<file path="src/hw/clio_pkg.sv">
`default_nettype none

package clio_pkg;

  // ----------------------------------------
  // Widths with a meaning
  // ----------------------------------------
  typedef logic [15:0] word_t;        // Host pipe word, also one SPI word
  typedef logic [31:0] reg_t;         // One printing register
  typedef logic [9:0]  word_ptr_t;    // Word slot in register space, bit 0 picks the half
  typedef logic [6:0]  reg_idx_t;     // Register number, word_ptr_t bits 7:1
  typedef logic [15:0] fifo_count_t;  // Words held in a FIFO

  // One host pipe into the block, strobes last a single cycle per word
  typedef struct packed {
    logic  wr;    // Host hands over data
    logic  rd;    // Host has taken one word
    word_t data;
  } pipe_in_t;

  // CLIO supply enables
  typedef struct packed {
    logic vssn_en;     // -1.0V
    logic vss22n_en;   // -2.2V for the on-chip DACs
    logic vdd_en;      // 1.0V core, comes up first
    logic vdd15_en;    // 1.5V HSTL
    logic vdd22_en;    // 2.2V DACs
    logic vdd18_en_n;  // 1.8V HSTL, active low into a PMOS switch
    logic vtt_en;      // 0.75V HSTL termination
  } supply_en_t;

  typedef enum logic [1:0] {
    SPI_IDLE,
    SPI_SHIFT,
    SPI_TAIL
  } spi_state_e;

  // ----------------------------------------
  // Register map
  // ----------------------------------------
  localparam reg_idx_t REG_STATUS   = 7'd0;   // {rd count, wr count}, read only
  localparam reg_idx_t REG_CONTROL  = 7'd1;   // Bit 0 shutdown, bit 1 burst clear
  localparam reg_idx_t REG_VERSION  = 7'd2;   // Read only
  localparam reg_idx_t REG_LENGTH   = 7'd4;
  localparam reg_idx_t REG_DIVIDER  = 7'd6;
  localparam reg_idx_t REG_BURSTS   = 7'd7;   // Read only
  localparam reg_idx_t REG_SEGMENT1 = 7'd8;   // Waveform segments
  localparam reg_idx_t REG_SEGMENT2 = 7'd9;
  localparam reg_idx_t REG_SEGMENT3 = 7'd10;
  localparam reg_idx_t REG_SEGMENT4 = 7'd11;
  localparam reg_idx_t REG_SEGMENT5 = 7'd12;
  localparam reg_idx_t REG_SEGMENT6 = 7'd13;
  localparam reg_idx_t REG_SEGMENT7 = 7'd14;
  localparam reg_idx_t REG_SEGMENT8 = 7'd15;

  localparam reg_t FPGA_VERSION = 32'h0000_0304;
  localparam reg_t RD_DEFAULT   = 32'hDEAD_BEEF;  // Returned for unmapped reads
  localparam reg_t LENGTH_RST   = 32'd2250;       // Bytes per column
  localparam reg_t DIVIDER_RST  = 32'h0000_0020;

  // Five segment jetting waveform loaded at reset
  localparam reg_t SEGMENT_RST [8] = '{
    32'h3400_0071, 32'h0000_00A4, 32'hCC00_0071, 32'h0000_005A,
    32'h0000_0071, 32'h0000_0088, 32'h0000_0000, 32'h0000_0100
  };

endpackage

`default_nettype wire

</file>
<file path="src/hw/clio_ctrl_top.sv">
`timescale 1ns/1ps
`default_nettype none

module clio_ctrl_top #(
  parameter int FIFO_DEPTH_LOG2 = 6,
  parameter int SCLK_HALF       = 2,
  parameter int PACE_BITS       = 7,
  parameter int WORDS_PER_BURST = 4
) (
  input  wire                        ti_clk,
  input  wire                        adjust_reset,
  input  wire                        i_reg_ptr_clear,
  input  wire clio_pkg::pipe_in_t    i_reg_pipe,
  input  wire clio_pkg::pipe_in_t    i_noz_pipe,
  input  wire                        i_spi_miso,
  output wire clio_pkg::word_t       o_reg_rd_data,
  output wire clio_pkg::word_t       o_noz_rd_data,
  output wire clio_pkg::fifo_count_t o_noz_wr_count,
  output wire clio_pkg::fifo_count_t o_noz_rd_count,
  output wire                        o_spi_sclk,
  output wire                        o_spi_mosi,
  output wire                        o_spi_cs_n,
  output wire clio_pkg::supply_en_t  o_supply
);
  import clio_pkg::*;

  logic  shutdown;
  logic  burst_clear;
  logic  wr_empty;
  word_t wr_head;      // Next word for MOSI
  logic  start;
  logic  pop;
  logic  cs_n;
  reg_t  bursts;
  logic  busy;
  logic  rx_valid;
  word_t rx_word;

  clio_reg_bank reg_bank0 (
    .ti_clk        (ti_clk),
    .adjust_reset  (adjust_reset),
    .i_ptr_clear   (i_reg_ptr_clear),
    .i_pipe        (i_reg_pipe),
    .i_wr_count    (o_noz_wr_count),
    .i_rd_count    (o_noz_rd_count),
    .i_bursts      (bursts),
    .o_rd_data     (o_reg_rd_data),
    .o_shutdown    (shutdown),
    .o_burst_clear (burst_clear),
    .o_supply      (o_supply)
  );

  // Nozzle pipe to SPI
  spi_word_fifo #(.DEPTH_LOG2(FIFO_DEPTH_LOG2)) wr_fifo0 (
    .ti_clk       (ti_clk),
    .adjust_reset (adjust_reset),
    .i_push       (i_noz_pipe.wr),
    .i_push_data  (i_noz_pipe.data),
    .i_pop        (pop),
    .o_head       (wr_head),
    .o_empty      (wr_empty),
    .o_count      (o_noz_wr_count)
  );

  // SPI back to the nozzle read pipe
  spi_word_fifo #(.DEPTH_LOG2(FIFO_DEPTH_LOG2)) rd_fifo0 (
    .ti_clk       (ti_clk),
    .adjust_reset (adjust_reset),
    .i_push       (rx_valid),
    .i_push_data  (rx_word),
    .i_pop        (i_noz_pipe.rd),
    .o_head       (o_noz_rd_data),
    .o_empty      (),
    .o_count      (o_noz_rd_count)
  );

  spi_burst_ctrl #(
    .PACE_BITS       (PACE_BITS),
    .WORDS_PER_BURST (WORDS_PER_BURST)
  ) burst0 (
    .ti_clk        (ti_clk),
    .adjust_reset  (adjust_reset),
    .i_fifo_empty  (wr_empty),
    .i_master_busy (busy),
    .i_word_done   (rx_valid),
    .i_burst_clear (burst_clear),
    .o_start       (start),
    .o_pop         (pop),
    .o_cs_n        (cs_n),
    .o_bursts      (bursts)
  );

  spi_word_master #(.SCLK_HALF(SCLK_HALF)) master0 (
    .ti_clk       (ti_clk),
    .adjust_reset (adjust_reset),
    .i_start      (start),
    .i_tx_word    (wr_head),
    .i_spi_miso   (i_spi_miso),
    .i_cs_n       (cs_n),
    .i_shutdown   (shutdown),
    .o_busy       (busy),
    .o_rx_valid   (rx_valid),
    .o_rx_word    (rx_word),
    .o_spi_sclk   (o_spi_sclk),
    .o_spi_mosi   (o_spi_mosi),
    .o_spi_cs_n   (o_spi_cs_n)
  );

endmodule

`default_nettype wire

</file>
<file path="src/hw/clio_reg_bank.sv">
`timescale 1ns/1ps
`default_nettype none

module clio_reg_bank (
  input  wire                        ti_clk,
  input  wire                        adjust_reset,
  input  wire                        i_ptr_clear,   // Host trigger, restarts both pointers
  input  wire clio_pkg::pipe_in_t    i_pipe,
  input  wire clio_pkg::fifo_count_t i_wr_count,
  input  wire clio_pkg::fifo_count_t i_rd_count,
  input  wire clio_pkg::reg_t        i_bursts,
  output clio_pkg::word_t            o_rd_data,
  output logic                       o_shutdown,
  output logic                       o_burst_clear,
  output clio_pkg::supply_en_t       o_supply
);
  import clio_pkg::*;

  word_ptr_t w_ptr;          // Next slot the write pipe fills
  word_ptr_t r_ptr;          // Next slot the read pipe returns
  word_t     low_store;      // Low half parked until its high half arrives
  reg_t      control;
  reg_t      length;
  reg_t      divider;
  reg_t      segment [8];
  reg_t      rd_image;       // Register at r_ptr, refreshed every cycle
  logic      rd_half;        // r_ptr bit 0 lined up with rd_image
  reg_idx_t  wr_idx;
  reg_idx_t  rd_idx;
  reg_t      wr_value;
  logic      wr_commit;

  assign wr_idx    = w_ptr[7:1];
  assign rd_idx    = r_ptr[7:1];
  assign wr_value  = {i_pipe.data, low_store};
  assign wr_commit = i_pipe.wr && w_ptr[0] && (w_ptr[9:8] == 2'b00);  // High half completes

  // ----------------------------------------
  // Word pointers
  // ----------------------------------------
  always_ff @(posedge ti_clk)
  begin
    if (adjust_reset || i_ptr_clear)
    begin
      w_ptr <= '0;
      r_ptr <= '0;
    end
    else
    begin
      if (i_pipe.wr)
        w_ptr <= w_ptr + 1'b1;
      if (i_pipe.rd)
        r_ptr <= r_ptr + 1'b1;
    end
  end

  always_ff @(posedge ti_clk)
  begin
    if (i_pipe.wr && !w_ptr[0])   // Even slot, low half comes first
      low_store <= i_pipe.data;
  end

  // ----------------------------------------
  // Register commit
  // ----------------------------------------
  always_ff @(posedge ti_clk)
  begin
    if (adjust_reset)
    begin
      control <= '0;                 // Supplies on, counter running
      length  <= LENGTH_RST;
      divider <= DIVIDER_RST;
      for (int i = 0; i < 8; i++)
        segment[i] <= SEGMENT_RST[i];
    end
    else if (wr_commit)
    begin
      case (wr_idx)
        REG_CONTROL: control <= wr_value;
        REG_LENGTH:  length  <= wr_value;
        REG_DIVIDER: divider <= wr_value;
        REG_SEGMENT1, REG_SEGMENT2, REG_SEGMENT3, REG_SEGMENT4,
        REG_SEGMENT5, REG_SEGMENT6, REG_SEGMENT7, REG_SEGMENT8:
          segment[wr_idx[2:0]] <= wr_value;
        default: ;                   // Status, version, bursts and holes drop the write
      endcase
    end
  end

  // ----------------------------------------
  // Read image, two stages to the pipe
  // ----------------------------------------
  always_ff @(posedge ti_clk)
  begin
    rd_half <= r_ptr[0];
    if (r_ptr[9:8] != 2'b00)
      rd_image <= RD_DEFAULT;        // Outside the bank
    else
      case (rd_idx)
        REG_STATUS:  rd_image <= {i_rd_count, i_wr_count};
        REG_CONTROL: rd_image <= control;
        REG_VERSION: rd_image <= FPGA_VERSION;
        REG_LENGTH:  rd_image <= length;
        REG_DIVIDER: rd_image <= divider;
        REG_BURSTS:  rd_image <= i_bursts;  // Completed four word bursts
        REG_SEGMENT1, REG_SEGMENT2, REG_SEGMENT3, REG_SEGMENT4,
        REG_SEGMENT5, REG_SEGMENT6, REG_SEGMENT7, REG_SEGMENT8:
          rd_image <= segment[rd_idx[2:0]];
        default:     rd_image <= RD_DEFAULT;
      endcase
    o_rd_data <= rd_half ? rd_image[15:0] : rd_image[31:16];  // High half on even slots
  end

  assign o_shutdown    = control[0];
  assign o_burst_clear = control[1];

  // All rails follow the shutdown bit
  assign o_supply.vssn_en    = !o_shutdown;
  assign o_supply.vss22n_en  = !o_shutdown;
  assign o_supply.vdd_en     = !o_shutdown;
  assign o_supply.vdd15_en   = !o_shutdown;
  assign o_supply.vdd22_en   = !o_shutdown;
  assign o_supply.vdd18_en_n = o_shutdown;   // Active low
  assign o_supply.vtt_en     = !o_shutdown;

endmodule

`default_nettype wire

</file>
<file path="src/hw/spi_burst_ctrl.sv">
`timescale 1ns/1ps
`default_nettype none

module spi_burst_ctrl #(
  parameter int PACE_BITS       = 7,
  parameter int WORDS_PER_BURST = 4
) (
  input  wire             ti_clk,
  input  wire             adjust_reset,
  input  wire             i_fifo_empty,
  input  wire             i_master_busy,
  input  wire             i_word_done,    // rx_valid from the master
  input  wire             i_burst_clear,
  output logic            o_start,
  output logic            o_pop,
  output logic            o_cs_n,
  output clio_pkg::reg_t  o_bursts
);
  import clio_pkg::*;

  localparam int WC_W = (WORDS_PER_BURST > 1) ? $clog2(WORDS_PER_BURST) : 1;

  logic [PACE_BITS-1:0] pace_cnt;   // Free running start pacer
  logic [WC_W-1:0]      word_cnt;   // Words finished in this burst
  logic                 last_word;

  assign o_start   = (pace_cnt == '0) && !i_fifo_empty && !i_master_busy;
  assign last_word = (word_cnt == WC_W'(WORDS_PER_BURST - 1));

  // ----------------------------------------
  // Pacer and FIFO pop
  // ----------------------------------------
  always_ff @(posedge ti_clk)
  begin
    if (adjust_reset)
    begin
      pace_cnt <= '0;
      o_pop    <= 1'b0;
    end
    else
    begin
      o_pop <= o_start;                 // Head already latched by the master
      if (!o_pop)
        pace_cnt <= pace_cnt + 1'b1;    // Stalls one cycle per pop
    end
  end

  // ----------------------------------------
  // Chip select and burst count
  // ----------------------------------------
  always_ff @(posedge ti_clk)
  begin
    if (adjust_reset)
    begin
      word_cnt <= '0;
      o_cs_n   <= 1'b1;
      o_bursts <= '0;
    end
    else
    begin
      if (o_start)
        o_cs_n <= 1'b0;                 // Low from the first word
      if (i_word_done)
      begin
        if (last_word || i_fifo_empty)  // Full burst or nothing left
        begin
          word_cnt <= '0;
          o_cs_n   <= 1'b1;
        end
        else
          word_cnt <= word_cnt + 1'b1;
      end
      if (i_burst_clear)
        o_bursts <= '0;                 // Held at zero while the bit is set
      else if (i_word_done && last_word)
        o_bursts <= o_bursts + 1'b1;
    end
  end

endmodule

`default_nettype wire

</file>
<file path="src/hw/spi_word_fifo.sv">
`timescale 1ns/1ps
`default_nettype none

module spi_word_fifo #(
  parameter int DEPTH_LOG2 = 6
) (
  input  wire                   ti_clk,
  input  wire                   adjust_reset,
  input  wire                   i_push,
  input  wire clio_pkg::word_t  i_push_data,
  input  wire                   i_pop,
  output clio_pkg::word_t       o_head,      // Show-ahead, valid while not empty
  output logic                  o_empty,
  output clio_pkg::fifo_count_t o_count
);
  import clio_pkg::*;

  localparam int DEPTH = 2 ** DEPTH_LOG2;

  word_t                 mem [DEPTH];
  logic [DEPTH_LOG2-1:0] wr_ptr;
  logic [DEPTH_LOG2-1:0] rd_ptr;
  logic [DEPTH_LOG2:0]   count;      // One extra bit to tell full from empty
  logic                  do_push;
  logic                  do_pop;

  assign do_pop  = i_pop && (count != '0);                          // Empty pop ignored
  assign do_push = i_push && (count != (DEPTH_LOG2 + 1)'(DEPTH));  // Full push dropped

  always_ff @(posedge ti_clk)
  begin
    if (do_push)
      mem[wr_ptr] <= i_push_data;
  end

  always_ff @(posedge ti_clk)
  begin
    if (adjust_reset)
    begin
      wr_ptr <= '0;
      rd_ptr <= '0;
      count  <= '0;
    end
    else
    begin
      if (do_push)
        wr_ptr <= wr_ptr + 1'b1;   // Wraps at DEPTH
      if (do_pop)
        rd_ptr <= rd_ptr + 1'b1;
      case ({do_push, do_pop})
        2'b10:   count <= count + 1'b1;
        2'b01:   count <= count - 1'b1;
        default: ;                 // Both or neither, level unchanged
      endcase
    end
  end

  assign o_head  = mem[rd_ptr];
  assign o_empty = (count == '0);
  assign o_count = fifo_count_t'(count);

endmodule

`default_nettype wire

</file>
<file path="src/hw/spi_word_master.sv">
`timescale 1ns/1ps
`default_nettype none

module spi_word_master #(
  parameter int SCLK_HALF = 2   // ti_clk cycles per SCLK half period
) (
  input  wire                  ti_clk,
  input  wire                  adjust_reset,
  input  wire                  i_start,
  input  wire clio_pkg::word_t i_tx_word,
  input  wire                  i_spi_miso,
  input  wire                  i_cs_n,
  input  wire                  i_shutdown,
  output logic                 o_busy,
  output logic                 o_rx_valid,
  output clio_pkg::word_t      o_rx_word,
  output logic                 o_spi_sclk,
  output logic                 o_spi_mosi,
  output logic                 o_spi_cs_n
);
  import clio_pkg::*;

  localparam int DIV_W = (SCLK_HALF > 1) ? $clog2(SCLK_HALF) : 1;

  spi_state_e       state;
  logic [DIV_W-1:0] div_cnt;    // Position inside one SCLK half
  logic [3:0]       bit_cnt;    // Bits finished so far
  logic             sclk;
  logic             half_done;  // SCLK toggles on this edge
  word_t            tx_sr;
  word_t            rx_sr;

  assign half_done = (div_cnt == DIV_W'(SCLK_HALF - 1));

  // ----------------------------------------
  // Sequencing
  // ----------------------------------------
  always_ff @(posedge ti_clk)
  begin
    if (adjust_reset)
    begin
      state   <= SPI_IDLE;
      div_cnt <= '0;
      bit_cnt <= '0;
      sclk    <= 1'b0;   // Mode 0 idles low
    end
    else
    begin
      case (state)
        SPI_IDLE:
          if (i_start)
          begin
            state   <= SPI_SHIFT;
            div_cnt <= '0;
            bit_cnt <= '0;
          end
        SPI_SHIFT:
          if (half_done)
          begin
            div_cnt <= '0;
            sclk    <= !sclk;
            if (sclk)                        // Falling edge closes a bit
            begin
              bit_cnt <= bit_cnt + 1'b1;
              if (bit_cnt == 4'd15)
                state <= SPI_TAIL;
            end
          end
          else
            div_cnt <= div_cnt + 1'b1;
        SPI_TAIL: state <= SPI_IDLE;         // One cycle to hand off the word
        default:  state <= SPI_IDLE;
      endcase
    end
  end

  // Shift registers, MSB first
  always_ff @(posedge ti_clk)
  begin
    if (state == SPI_IDLE && i_start)
      tx_sr <= i_tx_word;                      // Show-ahead word taken at start
    else if (state == SPI_SHIFT && half_done && sclk)
      tx_sr <= {tx_sr[14:0], 1'b0};            // MOSI moves with SCLK falling
    if (state == SPI_SHIFT && half_done && !sclk)
      rx_sr <= {rx_sr[14:0], i_spi_miso};      // Sample with SCLK rising
  end

  assign o_busy     = (state != SPI_IDLE);
  assign o_rx_valid = (state == SPI_TAIL);
  assign o_rx_word  = rx_sr;

  // Lines pulled low while the supplies are off, avoids back powering the chip
  assign o_spi_sclk = sclk && !i_shutdown;
  assign o_spi_mosi = (state == SPI_SHIFT) && tx_sr[15] && !i_shutdown;
  assign o_spi_cs_n = i_cs_n && !i_shutdown;

endmodule

`default_nettype wire

</file>
<file path="config.mk">
export PLATFORM = sky130hd
export DESIGN_NAME = clio_ctrl_top
export DESIGN_NICKNAME = d
export VERILOG_FILES = /design/src/hw/clio_pkg.sv /design/src/hw/clio_ctrl_top.sv /design/src/hw/clio_reg_bank.sv /design/src/hw/spi_burst_ctrl.sv /design/src/hw/spi_word_fifo.sv /design/src/hw/spi_word_master.sv
export SDC_FILE = /design/constraint.sdc
export NUM_CORES = 2
export LEC_CHECK = 0
export BUFFER_PORTS_ARGS = -buffer_cell sky130_fd_sc_hd__clkbuf_2
export CAP_MARGIN = 10
export CORE_MARGIN = 4
export CORE_UTILIZATION = 55
export CTS_CLUSTER_DIAMETER = 100
export DETAILED_ROUTE_END_ITERATION = 7
export PLACE_DENSITY = 0.81
export SYNTH_ARGS = -nofsm -noshare
export SYNTH_HDL_FRONTEND = slang
export SYNTH_SLANG_ARGS = --single-unit
export TNS_END_PERCENT = 30
</file>
<file path="constraint.sdc">
create_clock -name ti_clk -period 3.55 [get_ports ti_clk]
set_input_delay 1.065 -clock ti_clk [delete_from_list [all_inputs] [get_ports ti_clk]]
set_output_delay 1.065 -clock ti_clk [all_outputs]
set_load 0.005 [all_outputs]
</file>
# --- Word-level counts from Yosys, hierarchy flattened ---
# Memory sizes are Yosys's and may differ from the RTL's. A register that Yosys moved wholly into a read port is not among the register bits.
# Cells that the tools add are included.
totals:
  reg_bits: 302
  mem_bits_rw: 2304
  inputBits: 40
  n_memories: 3
op_classes:
  addsub: 15
  n_eq_ne: 38
  n_mux: 41
  reduce_logical: 49
mem_list:
  columns: ["name", "words", "word_bits", "rd", "rd_clocked_by_memory_dff", "write_ports", "line_no", "rtl"]
  rows:
  - ["rd_fifo0.mem", 64, 16, 1, 1, 1, "spi_word_fifo.sv:20", "word_t mem [DEPTH];"]
  - ["wr_fifo0.mem", 64, 16, 1, 1, 1, "spi_word_fifo.sv:20", null]
  - ["reg_bank0.segment", 8, 32, 1, 1, 8, "clio_reg_bank.sv:25", "reg_t segment [8];"]
ops:
  columns: ["operator", "n"]
  rows:
  - ["one-hot mux 32 bit (7 select lines)", 1]
  - ["equality test 7 x 4 -> 1 bit (second input constant)", 16]
  - ["2-to-1 mux 16 bit", 3]
  - ["equality test 7 x 3 -> 1 bit (second input constant)", 5]
  - ["adder 32 x 1 -> 32 bit (second input constant)", 1]
  - ["2-to-1 mux 32 bit", 1]
  - ["OR reduction 32 bit", 1]
  - ["one-hot mux 7 bit (2 select lines)", 2]
  - ["adder 6 x 1 -> 6 bit (second input constant)", 4]
  - ["2-to-1 mux 6 bit", 4]
  - ["adder 7 x 1 -> 7 bit (second input constant)", 3]
  - ["zero test 7 bit", 3]
  - ["adder 10 x 1 -> 10 bit (second input constant)", 2]
  - ["logical AND 1 bit", 18]
  - ["2-to-1 mux 1 bit", 16]
  - ["OR reduction 8 bit", 2]
  - ["equality test 7 x 1 -> 1 bit (second input constant)", 2]
  - ["!= test 7 bit (second input constant)", 2]
  - ["nonzero test 7 bit", 2]
  - ["subtractor 7 x 1 -> 7 bit (second input constant)", 2]
  - ["2-to-1 mux 4 bit", 3]
  - ["nonzero test 2 bit", 6]
  - ["2-to-1 mux 2 bit", 5]
  - ["AND reduction 2 bit", 5]
  - ["other kinds (17)", 34]

# --- Longest topological paths before layout ---
depth:
  word_depth: 8
  ltp_mapped: 15
  ltp_nobuf: 12

# --- By module ---
# Synthesis repeated with hierarchy kept, for this count alone.
hier_totals:
  hier_cells: 5642
  hier_area_um2: 104375.1
modules_own_cells:
  columns: ["mod", "n_inst", "cells_per_inst", "area_each_um2", "seq_area_each_um2"]
  rows:
  - ["spi_word_fifo at rd_fifo0", 1, 1979, 41000.6, 31250.0]
  - ["spi_word_fifo at wr_fifo0", 1, 1863, 40488.8, 31250.0]
  - ["clio_reg_bank", 1, 1466, 19183.4, 11531.1]
  - ["spi_burst_ctrl", 1, 234, 2052.0, 860.8]
  - ["spi_word_master", 1, 100, 1650.3, 1121.1]

# --- Worst setup path after synthesis ---
# OpenSTA, ideal clock, no wires.
synth_path:
  path_type: "reg2reg"
  from: "reg wr_fifo0.count[1]"
  to: "reg wr_fifo0.count[6]"
  arrival_time_ns: 3.579
  setup_slack_ns: -0.099
  path_stages_with_launch: 16
  path_buffers: 3
  period_less_slack_ns: 3.649
  path_cell_list: "dfxtp_1 > clkbuf_1 > or4_1 > nor3_1 > nor2b_1 > clkbuf_1 > ha_1 > buf_1 > xor2_1 > ha_1 > a21oi_1 > o21ai_0 > a221oi_1 > a221oi_1 > or3_1 > a21oi_1"
synth_via:
  elab_chain_len: 4
  elab_cells_between_ends: 10
  cone_classes: "2 x add/sub; 3 x eq/ne; 1 x mux; 4 x reduce/logical"
synth_rtl:
  columns: ["item", "line_no", "rtl"]
  rows:
  - ["start, declared", "spi_word_fifo.sv:23", "logic [DEPTH_LOG2:0] count;"]
  - ["start signal, assigned", "spi_word_fifo.sv:51", "2'b10: count <= count + 1'b1;"]
  - ["start signal, assigned", "spi_word_fifo.sv:52", "2'b01: count <= count - 1'b1;"]
  - ["branches (longest 4 deep; another with subtractor 7 x 1 -> 7 bit)", null, null]
# Several ways; the timed one is not identified.
# A chain may end at the register's enable or synchronous reset.

==> run metrics <==
worst hold path type=reg2reg; Clock transition at path regs=60 ps; final setup violation count=16; Area Growth Syn to Fin=14.79%; Routed WL=276,700 um; Initial Utilization=55.34%; Pwr Density=545.7 mW/mm^2; IO buf count=95; global-route wire length before repair=397,700 um; Setup crit start kind=flop; ranking of synthesized cells by area=edfxtp_1, mux4_2, dfxtp_1, mux2i_1, and2_1; total CTS buffers=275; DRC viols=0; Yosys warning count=0; unrepaired setup endpoints after global routing=yes; WL per Instance=32.43 um; vias in the first global route=56,630; met1 WL=94,110 um; syn avg cell area=18.95 um^2; post-synth top area cell=edfxtp_1; share of layout cells above drive strength 1=27.16%; WL met2=135,700 um; overall routing resource usage=28.40%; share of synthesized area occupied by flip-flops and latches=73.99%; mux contribution to synthesized area=15.93%; slew margin rel.=14.85%; final max-slew violation count=0; FF+latch count, synth=2,621; Post-Synth Adder-Cell Area=0.2070%; failing checks=setup timing; clk buf depth=4; MaxCap Viol Count=0; DRT Pass-1 Iters=6; initial DRC count=8,666; worst skew pair latency=950 ps; Ports=114; Crit. End Element=output pin; post-synthesis compound-gate area fraction=2.681%; vias per cell=6.669; setup slack after layout=-1094 ps; Final Net Count=5,907; status=complete, but fails checks; Yosys cell types=67; Post-synth top cells=edfxtp_1, mux4_2, nand2_1; required time of the worst setup path=2480 ps; DIE AREA=0.1938 mm^2; Post-synth EDFFs=2,352; hold_buf cts=0; Non-Filler Instances=8,532; die width=440.2 um; Synth async-reset ratio=0%; HPWL after detailed placement=148,800 um; Crit Path Class=reg2out; initial antenna violation count=13; Max Fclk=215.3 MHz; Arr. time, crit path=3580 ps; Final period util=130.8%; most frequent cell after synthesis=edfxtp_1; GPL Wtd Cong=0.8605; Setup Slack @ Placement=-43.38 ps; Fin. Hold Viols=0; Peak VDD IR=0.0005470 V; Leak=37.05 nW; CP max FO=8; CTS tree=built; WHS=422.8 ps; Clock Skew=79.84 ps; DRT antenna net count=0; Post-Synth XOR/XNOR Area=0.6735%; Mapped Cells=5,420; ys flop type=edfxtp_1; Top Layer Used=met5; GRT overflow=0; fin crit period=4644 ps; Post-Synth Simple-Gate Area=4.907%; Die H=440.2 um; core area=0.1856 mm^2; post-synth top area share=68.75%; worst slew pin tran=1277 ps; cell total after placement=8,020; synthesized area=0.1027 mm^2; std cell rows=158; Vias=56,900; largest family of logic cells by synthesized area=multiplexers; largest net degree at the start of global routing=164; level count of the clock H-tree=5; Clock Sinks=2,621; met3 routed WL=30,800 um; CTS root buffer=clkbuf_16
state kept, by name, indices dropped and copies added (netlist names), 4 cells and up, named ones only:
name                 count
rd_fifo0.mem          1024
reg_bank0.o_rd_data     16
wr_fifo0.mem          1024
reg_bank0.segment      256
reg_bank0.low_store     16
master0.bit_cnt          4
rd_fifo0.count           7
reg_bank0.divider       32
reg_bank0.rd_image      32
reg_bank0.w_ptr         10
master0.o_rx_word       16
wr_fifo0.wr_ptr          6
burst0.pace_cnt          7
burst0.o_bursts         32
master0.tx_sr           16
wr_fifo0.count           7
reg_bank0.r_ptr         10
rd_fifo0.rd_ptr          6
wr_fifo0.rd_ptr          6
reg_bank0.control       32
rd_fifo0.wr_ptr          6
reg_bank0.length        32
area by class of cell:
type / count / area (um^2)
multi-input combinational: 2421 / 25370
tap: 2480 / 3103
clock inverter: 119 / 968.4
antenna: 10 / 25.02
fill: 11670 / 67700
sequential: 2621 / 76050
clock buffer: 350 / 7467
timing repair buffer: 514 / 4883
inverter: 17 / 63.81
worst paths after layout:
kind	from	end	slack (ps)	depth (start not counted)
max reg2reg	master0.state[0]	rd_fifo0.count[6]	240	12
max	flop	o_noz_rd_data[12]	-1090	8
min	reg_bank0.r_ptr[0]	reg_bank0.rd_half	420	0
min reg2reg	reg_bank0.r_ptr[0]	reg_bank0.rd_half	420	0
critical path, cell delays in order, from the launching register on:
cell and delay [ps]:
dfxtp_4 420, buf_16 190, buf_12 120, buf_16 130
mux4_2 580, mux4_2 630, a22oi_2 320, nand2_2 110
clkbuf_2 130
cells by family after synthesis:
group	after synthesis
AO/OA/AOI/OAI	438
XOR/XNOR	79
adder cells (fa/ha/maj)	17
AND/OR/NAND/NOR	1023
flip-flops	2621
multiplexers	846
other	1
buffers and inverters	395
placed cells by master, fill, tap and decap left out, types with 40 or more instances in the layout:
master        n
a21oi_1     182
a22oi_1      62
and2_1      232
buf_12       68
buf_4       320
clkbuf_1     55
clkbuf_16   288
clkbuf_2     95
clkinv_1     48
clkinv_2     40
dfxtp_1     259
edfxtp_1   2352
mux2_2       45
mux2i_1     174
mux4_2      627
nand2_1     305
nor2_1      221
o21ai_0      75
or3_1        41
xor2_1       52
metal layers:
metal | global-route usage [%] | vias up
met5 | 0 | -
met4 | 13.99 | 2
met3 | 5.457 | 912
met2 | 45.72 | 4517
met1 | 37.60 | 29040
li1 | - | 22430
per-stage QoR:
step	util (%)	TNS (ps)	power (W)	instance area, um^2
after floorplan	-	-463.0	0.03610	102800
after global placement	58.59	0	0.03714	108800
after detailed placement	58.59	-66.54	0.03725	108800
after CTS	63.38	-15900	0.06448	117700
after global routing	63.52	-16950	0.06616	117900
final	63.53	-15850	0.06435	117900
power breakdown:
group          leakage, nW  internal (W)  total (W)  switching (W)
Clock                 4.14        0.0159     0.0277         0.0117
Combinational         9.42      0.000904    0.00248        0.00157
Sequential            23.5        0.0339     0.0342       0.000271
repair_timing:
action,4_1_cts,5_1_grt
buffers inserted,16,7
pin swaps,3,5
gates cloned,5,3
gates resized for setup,37,12
setup endpoints to repair,16,18
endpoints found under the hold margin,0,0
No activity file was read; power rests on OpenSTA's default activity.
